$ cat src/source/icmp_pkg.sv
/*
  shared constants and types for the ICMP echo responder
  payload capacity is fixed at fifo_depth bytes, longer echoes are dropped
  fifo_addr_w must equal log2(fifo_depth)
*/
package icmp_pkg;

  // --------------------------------------------------
  // ICMP message types, first byte of a message
  // --------------------------------------------------
  localparam logic [7:0] type_echo_reply       = 8'd0;
  localparam logic [7:0] type_dest_unreachable = 8'd3;
  localparam logic [7:0] type_echo_request     = 8'd8;

  // type, code and two checksum bytes ahead of the payload
  localparam logic [15:0] header_len = 16'd4;

  // --------------------------------------------------
  // payload storage
  // --------------------------------------------------
  localparam int fifo_depth  = 64;
  localparam int fifo_addr_w = 6;

  // receiver FSM
  typedef enum logic [2:0] {
    rx_idle,
    rx_header,
    rx_payload,
    rx_tx_request,
    rx_tx,
    rx_discard,
    rx_unreachable
  } rx_state_t;

  // addresses of the remote station
  typedef logic [47:0] mac_t;
  typedef logic [31:0] ip_t;

endpackage

$ cat src/source/byte_fifo_if.sv
/*
  byte FIFO bus between receiver, payload store and transmitter
  clear wins over write and read, a write while full is dropped
*/
interface byte_fifo_if;

  // write side
  logic       clear;
  logic       write;
  logic [7:0] write_data;
  logic       full;

  // read side, read_data shows the oldest entry
  logic       read;
  logic [7:0] read_data;
  logic       empty;

  modport writer (
    output clear,
    output write,
    output write_data,
    input  full
  );

  modport reader (
    output read,
    input  read_data,
    input  empty
  );

  modport store (
    input  clear,
    input  write,
    input  write_data,
    input  read,
    output full,
    output read_data,
    output empty
  );

endinterface

$ cat src/source/echo_receiver.sv
/*
  ICMP receive side of the echo responder
  expects the message to start with the type byte, rx_enable high for the
  whole message and low for at least one cycle between messages
  incoming checksums are not verified
  anything arriving while a reply is pending or in flight is ignored
*/
module echo_receiver (
  input  logic            rst_n,
  input  logic            rx_clock,
  input  logic            rx_enable,
  input  logic [7:0]      rx_data,
  input  icmp_pkg::mac_t  remote_mac,
  input  icmp_pkg::ip_t   remote_ip,
  input  logic            sending,
  output logic            reply_pending,
  output logic            dst_unreachable,
  output logic [15:0]     checksum,
  output logic [15:0]     length,
  output icmp_pkg::mac_t  destination_mac,
  output icmp_pkg::ip_t   destination_ip,
  byte_fifo_if.writer     fifo
);

  import icmp_pkg::*;

  rx_state_t   state;
  // header bytes left after the type byte
  logic [1:0]  byte_no;
  logic [31:0] sum;
  logic        payload_byte;

  // a payload byte that fits in the FIFO
  assign payload_byte = (state == rx_payload) && rx_enable && !fifo.full;

  // --------------------------------------------------
  // FSM
  // --------------------------------------------------
  always_ff @(posedge rx_clock or negedge rst_n)
  begin
    if (!rst_n)
    begin
      state   <= rx_idle;
      byte_no <= 2'd0;
    end
    else
    begin
      case (state)
        rx_idle:
        begin
          // first byte of a message is the type
          if (rx_enable)
          begin
            byte_no <= 2'd2;
            if (rx_data == type_echo_request)
              state <= rx_header;
            else if (rx_data == type_dest_unreachable)
              state <= rx_unreachable;
            else
              state <= rx_discard;
          end
        end

        rx_header:
        begin
          // message cut short, nothing to answer
          if (!rx_enable)
            state <= rx_idle;
          // code byte must be zero
          else if ((byte_no == 2'd2) && (rx_data != 8'd0))
            state <= rx_discard;
          // last checksum byte, payload follows
          else if (byte_no == 2'd0)
            state <= rx_payload;
          else
            byte_no <= byte_no - 2'd1;
        end

        rx_payload:
        begin
          if (!rx_enable)
            state <= rx_tx_request;
          // payload too long for the FIFO
          else if (fifo.full)
            state <= rx_discard;
        end

        // wait for the transmitter to take the reply
        rx_tx_request:
        begin
          if (sending)
            state <= rx_tx;
        end

        rx_tx:
        begin
          // skip the tail of a message that started during the reply
          if (!sending)
            state <= rx_enable ? rx_discard : rx_idle;
        end

        rx_discard:
        begin
          if (!rx_enable)
            state <= rx_idle;
        end

        // one cycle only, flag is decoded from the state
        rx_unreachable:
          state <= rx_discard;

        default:
          state <= rx_idle;
      endcase
    end
  end

  // --------------------------------------------------
  // length, checksum sum and reply destination
  // --------------------------------------------------
  always_ff @(posedge rx_clock)
  begin
    if ((state == rx_idle) && rx_enable)
    begin
      sum             <= 32'd0;
      length          <= header_len;
      destination_mac <= remote_mac;
      destination_ip  <= remote_ip;
    end
    else if (payload_byte)
    begin
      // even length puts the byte in the high half of a 16-bit word
      if (length[0])
        sum <= sum + {24'd0, rx_data};
      else
        sum <= sum + {16'd0, rx_data, 8'd0};
      length <= length + 16'd1;
    end
  end

  // fold the carries once and invert
  assign checksum = ~(sum[15:0] + sum[31:16]);

  assign reply_pending   = state == rx_tx_request;
  assign dst_unreachable = state == rx_unreachable;

  // FIFO is emptied between messages
  assign fifo.clear      = state == rx_idle;
  assign fifo.write      = payload_byte;
  assign fifo.write_data = rx_data;

endmodule

$ cat src/source/echo_transmitter.sv
/*
  ICMP echo reply sender
  a grant (tx_enable) is only taken while a reply is pending
  once started the reply runs without pause: four header bytes, then
  one payload byte per cycle until the FIFO is empty
*/
module echo_transmitter (
  input  logic         rst_n,
  input  logic         rx_clock,
  input  logic         tx_enable,
  input  logic         reply_pending,
  input  logic [15:0]  checksum,
  output logic         sending,
  output logic         tx_active,
  output logic [7:0]   tx_data,
  byte_fifo_if.reader  fifo
);

  import icmp_pkg::*;

  logic       busy;
  // header byte index, stops at header_len during the payload
  logic [2:0] hdr_byte;
  logic       start;
  logic       payload_phase;

  assign start         = reply_pending && tx_enable && !busy;
  assign payload_phase = hdr_byte == header_len[2:0];

  // drops in the cycle where the FIFO runs empty
  assign tx_active = busy && !(payload_phase && fifo.empty);
  // seen by the receiver already in the grant cycle
  assign sending   = start || tx_active;

  // pop the byte that is on tx_data now
  assign fifo.read = tx_active && payload_phase;

  // --------------------------------------------------
  // reply sequencing
  // --------------------------------------------------
  always_ff @(posedge rx_clock or negedge rst_n)
  begin
    if (!rst_n)
    begin
      busy     <= 1'b0;
      hdr_byte <= 3'd0;
    end
    else if (!busy)
    begin
      hdr_byte <= 3'd0;
      if (start)
        busy <= 1'b1;
    end
    else if (!payload_phase)
      hdr_byte <= hdr_byte + 3'd1;
    else if (fifo.empty)
      busy <= 1'b0;
  end

  // header bytes first, then the stored payload
  always_comb
  begin
    case (hdr_byte)
      3'd0:    tx_data = type_echo_reply;
      3'd1:    tx_data = 8'd0;
      3'd2:    tx_data = checksum[15:8];
      3'd3:    tx_data = checksum[7:0];
      default: tx_data = fifo.read_data;
    endcase
  end

endmodule

$ cat src/source/icmp_responder.sv
/*
  ICMP echo responder, top level
  single clock domain on rx_clock, asynchronous active-low reset
  tx_request waits for tx_enable, the reply then streams on tx_data
  while tx_active is high
*/
module icmp_responder (
  input  logic            rst_n,
  input  logic            rx_clock,
  input  logic            rx_enable,
  input  logic [7:0]      rx_data,
  input  icmp_pkg::mac_t  remote_mac,
  input  icmp_pkg::ip_t   remote_ip,
  input  logic            tx_enable,
  output logic            tx_request,
  output logic            tx_active,
  output logic [7:0]      tx_data,
  output logic [15:0]     length,
  output icmp_pkg::mac_t  destination_mac,
  output icmp_pkg::ip_t   destination_ip,
  output logic            dst_unreachable
);

  logic        reply_pending;
  logic        sending;
  logic [15:0] checksum;

  // payload path from receiver to transmitter
  byte_fifo_if fifo_bus ();

  payload_fifo u_fifo (
    .rst_n    (rst_n),
    .rx_clock (rx_clock),
    .fifo     (fifo_bus.store)
  );

  echo_receiver u_receiver (
    .rst_n           (rst_n),
    .rx_clock        (rx_clock),
    .rx_enable       (rx_enable),
    .rx_data         (rx_data),
    .remote_mac      (remote_mac),
    .remote_ip       (remote_ip),
    .sending         (sending),
    .reply_pending   (reply_pending),
    .dst_unreachable (dst_unreachable),
    .checksum        (checksum),
    .length          (length),
    .destination_mac (destination_mac),
    .destination_ip  (destination_ip),
    .fifo            (fifo_bus.writer)
  );

  echo_transmitter u_transmitter (
    .rst_n         (rst_n),
    .rx_clock      (rx_clock),
    .tx_enable     (tx_enable),
    .reply_pending (reply_pending),
    .checksum      (checksum),
    .sending       (sending),
    .tx_active     (tx_active),
    .tx_data       (tx_data),
    .fifo          (fifo_bus.reader)
  );

  // request stays up until the transmitter takes the reply
  assign tx_request = reply_pending;

endmodule

$ cat src/source/payload_fifo.sv
/*
  show-ahead byte FIFO, single clock
  read_data is valid whenever empty is low, a read pops at the clock edge
  clear is synchronous and has priority, the memory itself is not reset
*/
module payload_fifo (
  input logic          rst_n,
  input logic          rx_clock,
  byte_fifo_if.store   fifo
);

  import icmp_pkg::*;

  logic [7:0]             mem [fifo_depth];
  logic [fifo_addr_w-1:0] wr_ptr;
  logic [fifo_addr_w-1:0] rd_ptr;
  // one bit wider than the pointers so that full can be told from empty
  logic [fifo_addr_w:0]   count;
  logic                   do_write;
  logic                   do_read;

  // requests that would overflow or underflow are ignored
  assign do_write = fifo.write && !fifo.full && !fifo.clear;
  assign do_read  = fifo.read && !fifo.empty && !fifo.clear;

  assign fifo.full      = count == (fifo_addr_w + 1)'(fifo_depth);
  assign fifo.empty     = count == '0;
  assign fifo.read_data = mem[rd_ptr];

  // --------------------------------------------------
  // pointers and occupancy
  // --------------------------------------------------
  always_ff @(posedge rx_clock or negedge rst_n)
  begin
    if (!rst_n)
    begin
      wr_ptr <= '0;
      rd_ptr <= '0;
      count  <= '0;
    end
    else if (fifo.clear)
    begin
      wr_ptr <= '0;
      rd_ptr <= '0;
      count  <= '0;
    end
    else
    begin
      if (do_write)
        wr_ptr <= wr_ptr + 1'b1;
      if (do_read)
        rd_ptr <= rd_ptr + 1'b1;
      // count only moves when exactly one side is active
      case ({do_write, do_read})
        2'b10:   count <= count + 1'b1;
        2'b01:   count <= count - 1'b1;
        default: count <= count;
      endcase
    end
  end

  // storage
  always_ff @(posedge rx_clock)
  begin
    if (do_write)
      mem[wr_ptr] <= fifo.write_data;
  end

endmodule
$ cat config.mk
export PLATFORM = sky130hd
export DESIGN_NAME = icmp_responder
export DESIGN_NICKNAME = d
export VERILOG_FILES = /design/src/source/icmp_pkg.sv /design/src/source/byte_fifo_if.sv /design/src/source/echo_receiver.sv /design/src/source/echo_transmitter.sv /design/src/source/icmp_responder.sv /design/src/source/payload_fifo.sv
export SDC_FILE = /design/constraint.sdc
export NUM_CORES = 1
export LEC_CHECK = 0
export BUFFER_PORTS_ARGS = -buffer_cell sky130_fd_sc_hd__buf_2
export CAP_MARGIN = 25
export CORE_MARGIN = 2
export CORE_UTILIZATION = 55
export DETAILED_ROUTE_END_ITERATION = 10
export PLACE_DENSITY = 0.77
export SYNTH_ARGS = -nofsm -noshare
export SYNTH_HDL_FRONTEND = slang
export SYNTH_SLANG_ARGS = --single-unit
$ cat constraint.sdc
create_clock -name rx_clock -period 5.3 [get_ports rx_clock]
set_input_delay 0.265 -clock rx_clock [delete_from_list [all_inputs] [get_ports rx_clock]]
set_output_delay 0.265 -clock rx_clock [all_outputs]
set_load 0.01 [all_outputs]
### Word level (Yosys, flattened, before mapping)

Memories as Yosys holds them, arrays and structs flattened.
Index checks and enable logic that the tools add are counted.

| storage, ports and cells | value |
|---|---|
| register bits | 156 |
| RAM bits | 512 |
| output and inout bits | 107 |
| word-level logic and storage cells | 114 |
| memories | 1 |

| operators by class | value |
|---|---|
| $add $sub $neg | 10 |
| equality and inequality tests | 26 |
| muxes and demuxes | 34 |
| bitwise gates (word level) | 1 |
| reductions and logical operators | 31 |

Memory list:

| name | depth | width | read ports | clocked after Yosys merged registers in | wr ports | line | RTL |
|---|---|---|---|---|---|---|---|
| u_fifo.mem | 64 | 8 | 1 | 0 | 1 | payload_fifo.sv:14 | `logic [7:0] mem [fifo_depth];` |

Operator list:

| cell | number |
|---|---|
| $mux 3 | 13 |
| $add 32x16->32 | 1 |
| $add 32x8->32 | 1 |
| $mux 32 | 1 |
| $mux 6 | 4 |
| $pmux 8 s3 | 1 |
| $pmux 3 s7 | 1 |
| $add 16x1->16 const B | 1 |
| $add 16x16->16 | 1 |
| $ne 2x2->1 const B | 8 |
| $not 16->16 | 1 |
| $pmux 7 s2 | 1 |
| $logic_and 1x1->1 | 13 |
| $add 6x1->6 const B | 2 |
| $eq 3x2->1 const B | 4 |
| $eq 3x3->1 const B | 4 |
| $mux 2 | 5 |
| $eq 8x2->1 const B | 1 |
| $eq 8x4->1 const B | 1 |
| $reduce_bool 8->1 | 1 |
| $add 7x1->7 const B | 1 |
| $eq 7x7->1 const B | 1 |
| $logic_not 7->1 | 1 |
| $mux 7 | 1 |
| 19 further kinds | 33 |

### Depth between registers and ports, before layout

| logic depth | value |
|---|---|
| word-level depth | 10 |
| mapped depth | 13 |
| mapped depth without buffers | 13 |

### Cells and area by module

A second synthesis with hierarchy kept.

| second synthesis, totals | value |
|---|---|
| cells, all modules | 1665 |
| area total of the unflattened synthesis | 27794.2 um^2 |

By module, submodules not included:

| module | times used | cells each | area each (um^2) |
|---|---|---|---|
| payload_fifo | 1 | 1026 | 20938.8 |
| echo_receiver | 1 | 585 | 6458.7 |
| echo_transmitter | 1 | 54 | 396.6 |

### Least setup slack after synthesis

OpenSTA, ideal clock, no wires.

| timing path | value |
|---|---|
| kind | flip-flop to flip-flop |
| start point | register u_receiver.state[2] |
| end point | register u_receiver.destination_ip[0] (enable) |
| setup time | 0.475 ns |
| arrival time | 3.692 ns |
| path slack | 1.133 ns |
| cell stages (with the launch flop) | 6 |
| buffers on the path | 2 |
| clock period less this slack | 4.167 ns |
| path through | dfrtp_1 -> nor3_1 -> nand2_1 -> inv_1 -> clkbuf_1 -> buf_1 |

| between the ends | value |
|---|---|
| cells in the longest elaborated chain, start to end | 2 |

Ends and longest elaborated chain:

| element | line | RTL |
|---|---|---|
| start, declared | echo_receiver.sv:27 | `rx_state_t state;` |
| start signal, assigned | echo_receiver.sv:43 | `state <= rx_idle;` |
| start signal, assigned | echo_receiver.sv:56 | `state <= rx_header;` |
| start signal, assigned | echo_receiver.sv:58 | `state <= rx_unreachable;` |
| $logic_not 3->1 | echo_receiver.sv:123 | `if ((state == rx_idle) && rx_enable)` |
| $logic_and 1x1->1 | echo_receiver.sv:123 |  |
| end signal, assigned | echo_receiver.sv:128 | `destination_ip <= remote_ip;` |
| end, declared | echo_receiver.sv:21 | `output icmp_pkg::ip_t destination_ip,` |

No other way between the ends.
A chain may end at the register's enable or synchronous reset.

### Worst setup path after layout

| timing path | value |
|---|---|
| start point | register u_fifo.rd_ptr[2] |
| end point | output tx_data[3] |

| between the ends | value |
|---|---|
| cells in the longest elaborated chain, start to end | 2 |

Ends and longest elaborated chain:

| element | line | RTL |
|---|---|---|
| start, declared | payload_fifo.sv:16 | `logic [fifo_addr_w-1:0] rd_ptr;` |
| start signal, assigned | payload_fifo.sv:52 | `rd_ptr <= rd_ptr + 1'b1;` |
| $mem_v2 64x8 | -- |  |
| $pmux 8 s3 | echo_transmitter.sv:63 | `case (hdr_byte)` |
| end, declared | icmp_responder.sv:17 | `output logic [7:0] tx_data,` |

No other way between the ends.

==> results.toml <==
[outcome]
run_status = "completed"

[synthesis]
syn_nets = 1893
synth_area_mm2 = 0.02791
yosysWarnings = 0
synth.distinct_cells = 75
syn_avg_cell_area_um2 = 15.95
synth_edf_count = 592
synth-seq-cells = 668
syn_inst = 1750
async_reset_ff_frac = 0.04192
ys_seq_area_frac = 0.6965
synth_ff_type = "edfxtp_1"

[route]
antenna_left = 0
detail_route.wirelength_um = 73640
avgViaCountPerCell = 6.419
dr.pass1.iters = 6
route.vias.total = 17740
drt-initial-drc-count = 2366
drc = 0
wl_per_cell_um = 26.64

[clock_network]
cts_tree = "done"
insertion_delay_ns = 0.62
postCtsSetupRepairBufs = 0
clock_sinks = 668
clkTransAtPathRegs_ns = 0.06
cts.htree.levels = 3
clk_path_buf_depth = 3
cts_buffers = 67
root_buffer = "clkbuf_16"
ctsResizeCount = 0
ctsHoldBuffers = 82

[critical_path]
start_kind = "register"
crit_path_end_kind = "output port"
cp.required_ns = 5.04
cp.arrival_ns = 4.22
crit_type = "reg -> out"
crit_fanout = 53

[timing]
setup_viol = 0
hold_violations = 0
final.setup.worst_slack_ns = 0.8116
fmax_ghz = 0.2228
min_period_over_period = 0.8469
hold_ws_ns = 0.05482
tightest_slew_ns = 1.005
slew_violations = 0
clock_skew_ns = 0.03975
slew_headroom = 0.3276
tns_ns = 0
rsz0062_at_grt = "false"
min_period_ns = 4.488

[floorplan]
fp.dieArea_mm2 = 0.05256
die_width_um = 229.3
ios = 199
num_rows = 82
fp.dieH_um = 229.3
core_mm2 = 0.05017
start_util = 0.5563

[pwr]
power_density_mw_per_mm2 = 371.2
finalPower_mw = 12.10
ir_drop_mv = 0.2711
p_leak_nw = 10.92

[layout]
stdcell_area_mm2 = 0.03259
n_antenna_cell = 0
area_delta_synth_final_pct = 16.78
fin_cells = 2764
final_nets = 2181
multiInputGateArea_mm2 = 0.007981
fill_cells = 3280
drive_gt1_frac = 0.2180
regArea_mm2 = 0.01945
final_util = 0.6497

[global_routing]
grt_pass1_wl_um = 110700
grt_pass1_vias = 17780
grt.total_usage = 0.2816
antenna_found_initial = 0
grt_overflow = 0
grt_max_degree = 67

[flow_run]
drv_cap = 0

[placed_design]
port_buffers = 198
place_area_mm2 = 0.02960
place_congestion = 0.9115
pre_cts_slack_ns = 1.549
dp_cells = 2557
hpwl_um = 44460

[worst_hold_path]
hp-class = "in -> reg"
-- final timing paths --
| check | from | to | slack (ns) | depth (start not counted) |
|---|---|---|---|---|
| max in group asynchronous | rst_n | u_fifo.rd_ptr[2] | 4.43 | 2 |
| worst min register to register | u_receiver.length[15] | u_receiver.length[15] | 0.49 | 1 |
| worst max register to register | u_transmitter.hdr_byte[0] | u_fifo.count[5] | 1.47 | 13 |
| worst min-delay path | rx_data[4] | u_fifo.mem[41][4] | 0.05 | 1 |
| min in group asynchronous | rst_n | u_fifo.rd_ptr[5] | 0.30 | 2 |
| worst max-delay path | u_fifo.rd_ptr[2] | tx_data[3] | 0.81 | 8 |
-- logic make-up (layout without fill, tap and decap cells) --
group	count (synthesis)	after routing	synth area share
XOR/XNOR	42	42	0.01318
AO/OA/AOI/OAI	310	310	0.07527
adder cells (fa/ha/maj)	51	51	0.02394
AND/OR/NAND/NOR	385	385	0.06523
multiplexers	175	175	0.1076
buffers and inverters	119	461	0.01829
flip-flops	668	668	0.6965
-- placed cells by master, fill, tap and decap left out, types with 16 or more instances in the layout --
| master | n |
|---|---|
| dfxtp_1 | 48 |
| buf_4 | 27 |
| dlygate4sd3_1 | 82 |
| edfxtp_1 | 592 |
| nor2_1 | 136 |
| nand2_1 | 99 |
| dfrtp_1 | 25 |
| o21ai_0 | 45 |
| inv_1 | 27 |
| xnor2_1 | 19 |
| a21oi_1 | 90 |
| mux4_2 | 99 |
| clkbuf_16 | 68 |
| mux2i_1 | 66 |
| o22ai_1 | 16 |
| a22oi_1 | 19 |
| nand3_1 | 40 |
| nor3_1 | 16 |
| and3_1 | 16 |
| ha_1 | 47 |
| buf_2 | 198 |
| xor2_1 | 23 |
-- registers in the layout (all words and copies together) (netlist names) --
name and flops:
u_transmitter.busy 1, u_receiver.destination_mac 48, u_fifo.rd_ptr 6, u_receiver.destination_ip 32
u_receiver.byte_no 2, u_fifo.count 7, u_fifo.wr_ptr 6, u_fifo.mem 512
u_receiver.state 3, u_receiver.length 16, u_receiver.sum 32, u_transmitter.hdr_byte 3
-- synth_stat cells, types with 8 or more instances --
master | number | share of area
nand2b_1 | 9 | 0.0020
nand3b_1 | 8 | 0.0022
a211oi_1 | 9 | 0.0024
o21ai_0 | 45 | 0.0081
xor2_1 | 23 | 0.0072
and3_1 | 16 | 0.0036
nor3_1 | 17 | 0.0030
dfxtp_1 | 48 | 0.034
o211ai_1 | 8 | 0.0022
nand2_1 | 99 | 0.013
ha_1 | 47 | 0.021
a2111o_1 | 12 | 0.0048
nor2_1 | 136 | 0.018
inv_1 | 28 | 0.0038
a21o_1 | 11 | 0.0030
mux4_2 | 99 | 0.080
a21oi_1 | 90 | 0.016
a31oi_1 | 13 | 0.0029
dfrtp_1 | 28 | 0.025
a22oi_1 | 19 | 0.0051
nand3_1 | 40 | 0.0072
buf_4 | 9 | 0.0024
mux2_2 | 10 | 0.0040
mux2i_1 | 66 | 0.024
or3_1 | 13 | 0.0029
clkbuf_1 | 47 | 0.0063
nand4_1 | 13 | 0.0029
o221ai_1 | 13 | 0.0041
o22ai_1 | 16 | 0.0036
xnor2_1 | 19 | 0.0060
edfxtp_1 | 592 | 0.64
buf_2 | 24 | 0.0043
buf_1 | 10 | 0.0013
-- metal layers --
metal	up-vias	global-route usage	part of all wire
met1	8862	0.3718	0.37
li1	7509	-	-
met5	-	0	0
met3	212	0.05403	0.10
met4	0	0.1276	0.045
met2	1159	0.4578	0.49
-- cell type report --
cell class              instances  share of cell area
flip-flops and latches        668              0.5967
multi-input cells             963              0.2449
repair buffers                309             0.06303
clock buffers                  78             0.05336
well taps                     672             0.02580
clock inverters                45             0.01278
inverters                      29            0.003417
-- where the power goes --
part	internal, mW	leakage (nW)	switching [mW]
clock network	2.67	1.04	2.04
registers	5.95	6.10	0.173
logic	0.426	3.78	0.839
-- critical path: stages (launching register included) --
cell,delay [ns]
dfrtp_4,0.96
buf_4,0.60
mux4_2,0.41
a22o_1,0.24
a2111oi_0,0.43
a41oi_1,0.11
a221oi_1,0.40
o21ai_0,0.23
buf_2,0.20
(Power assumes the default switching activity.)
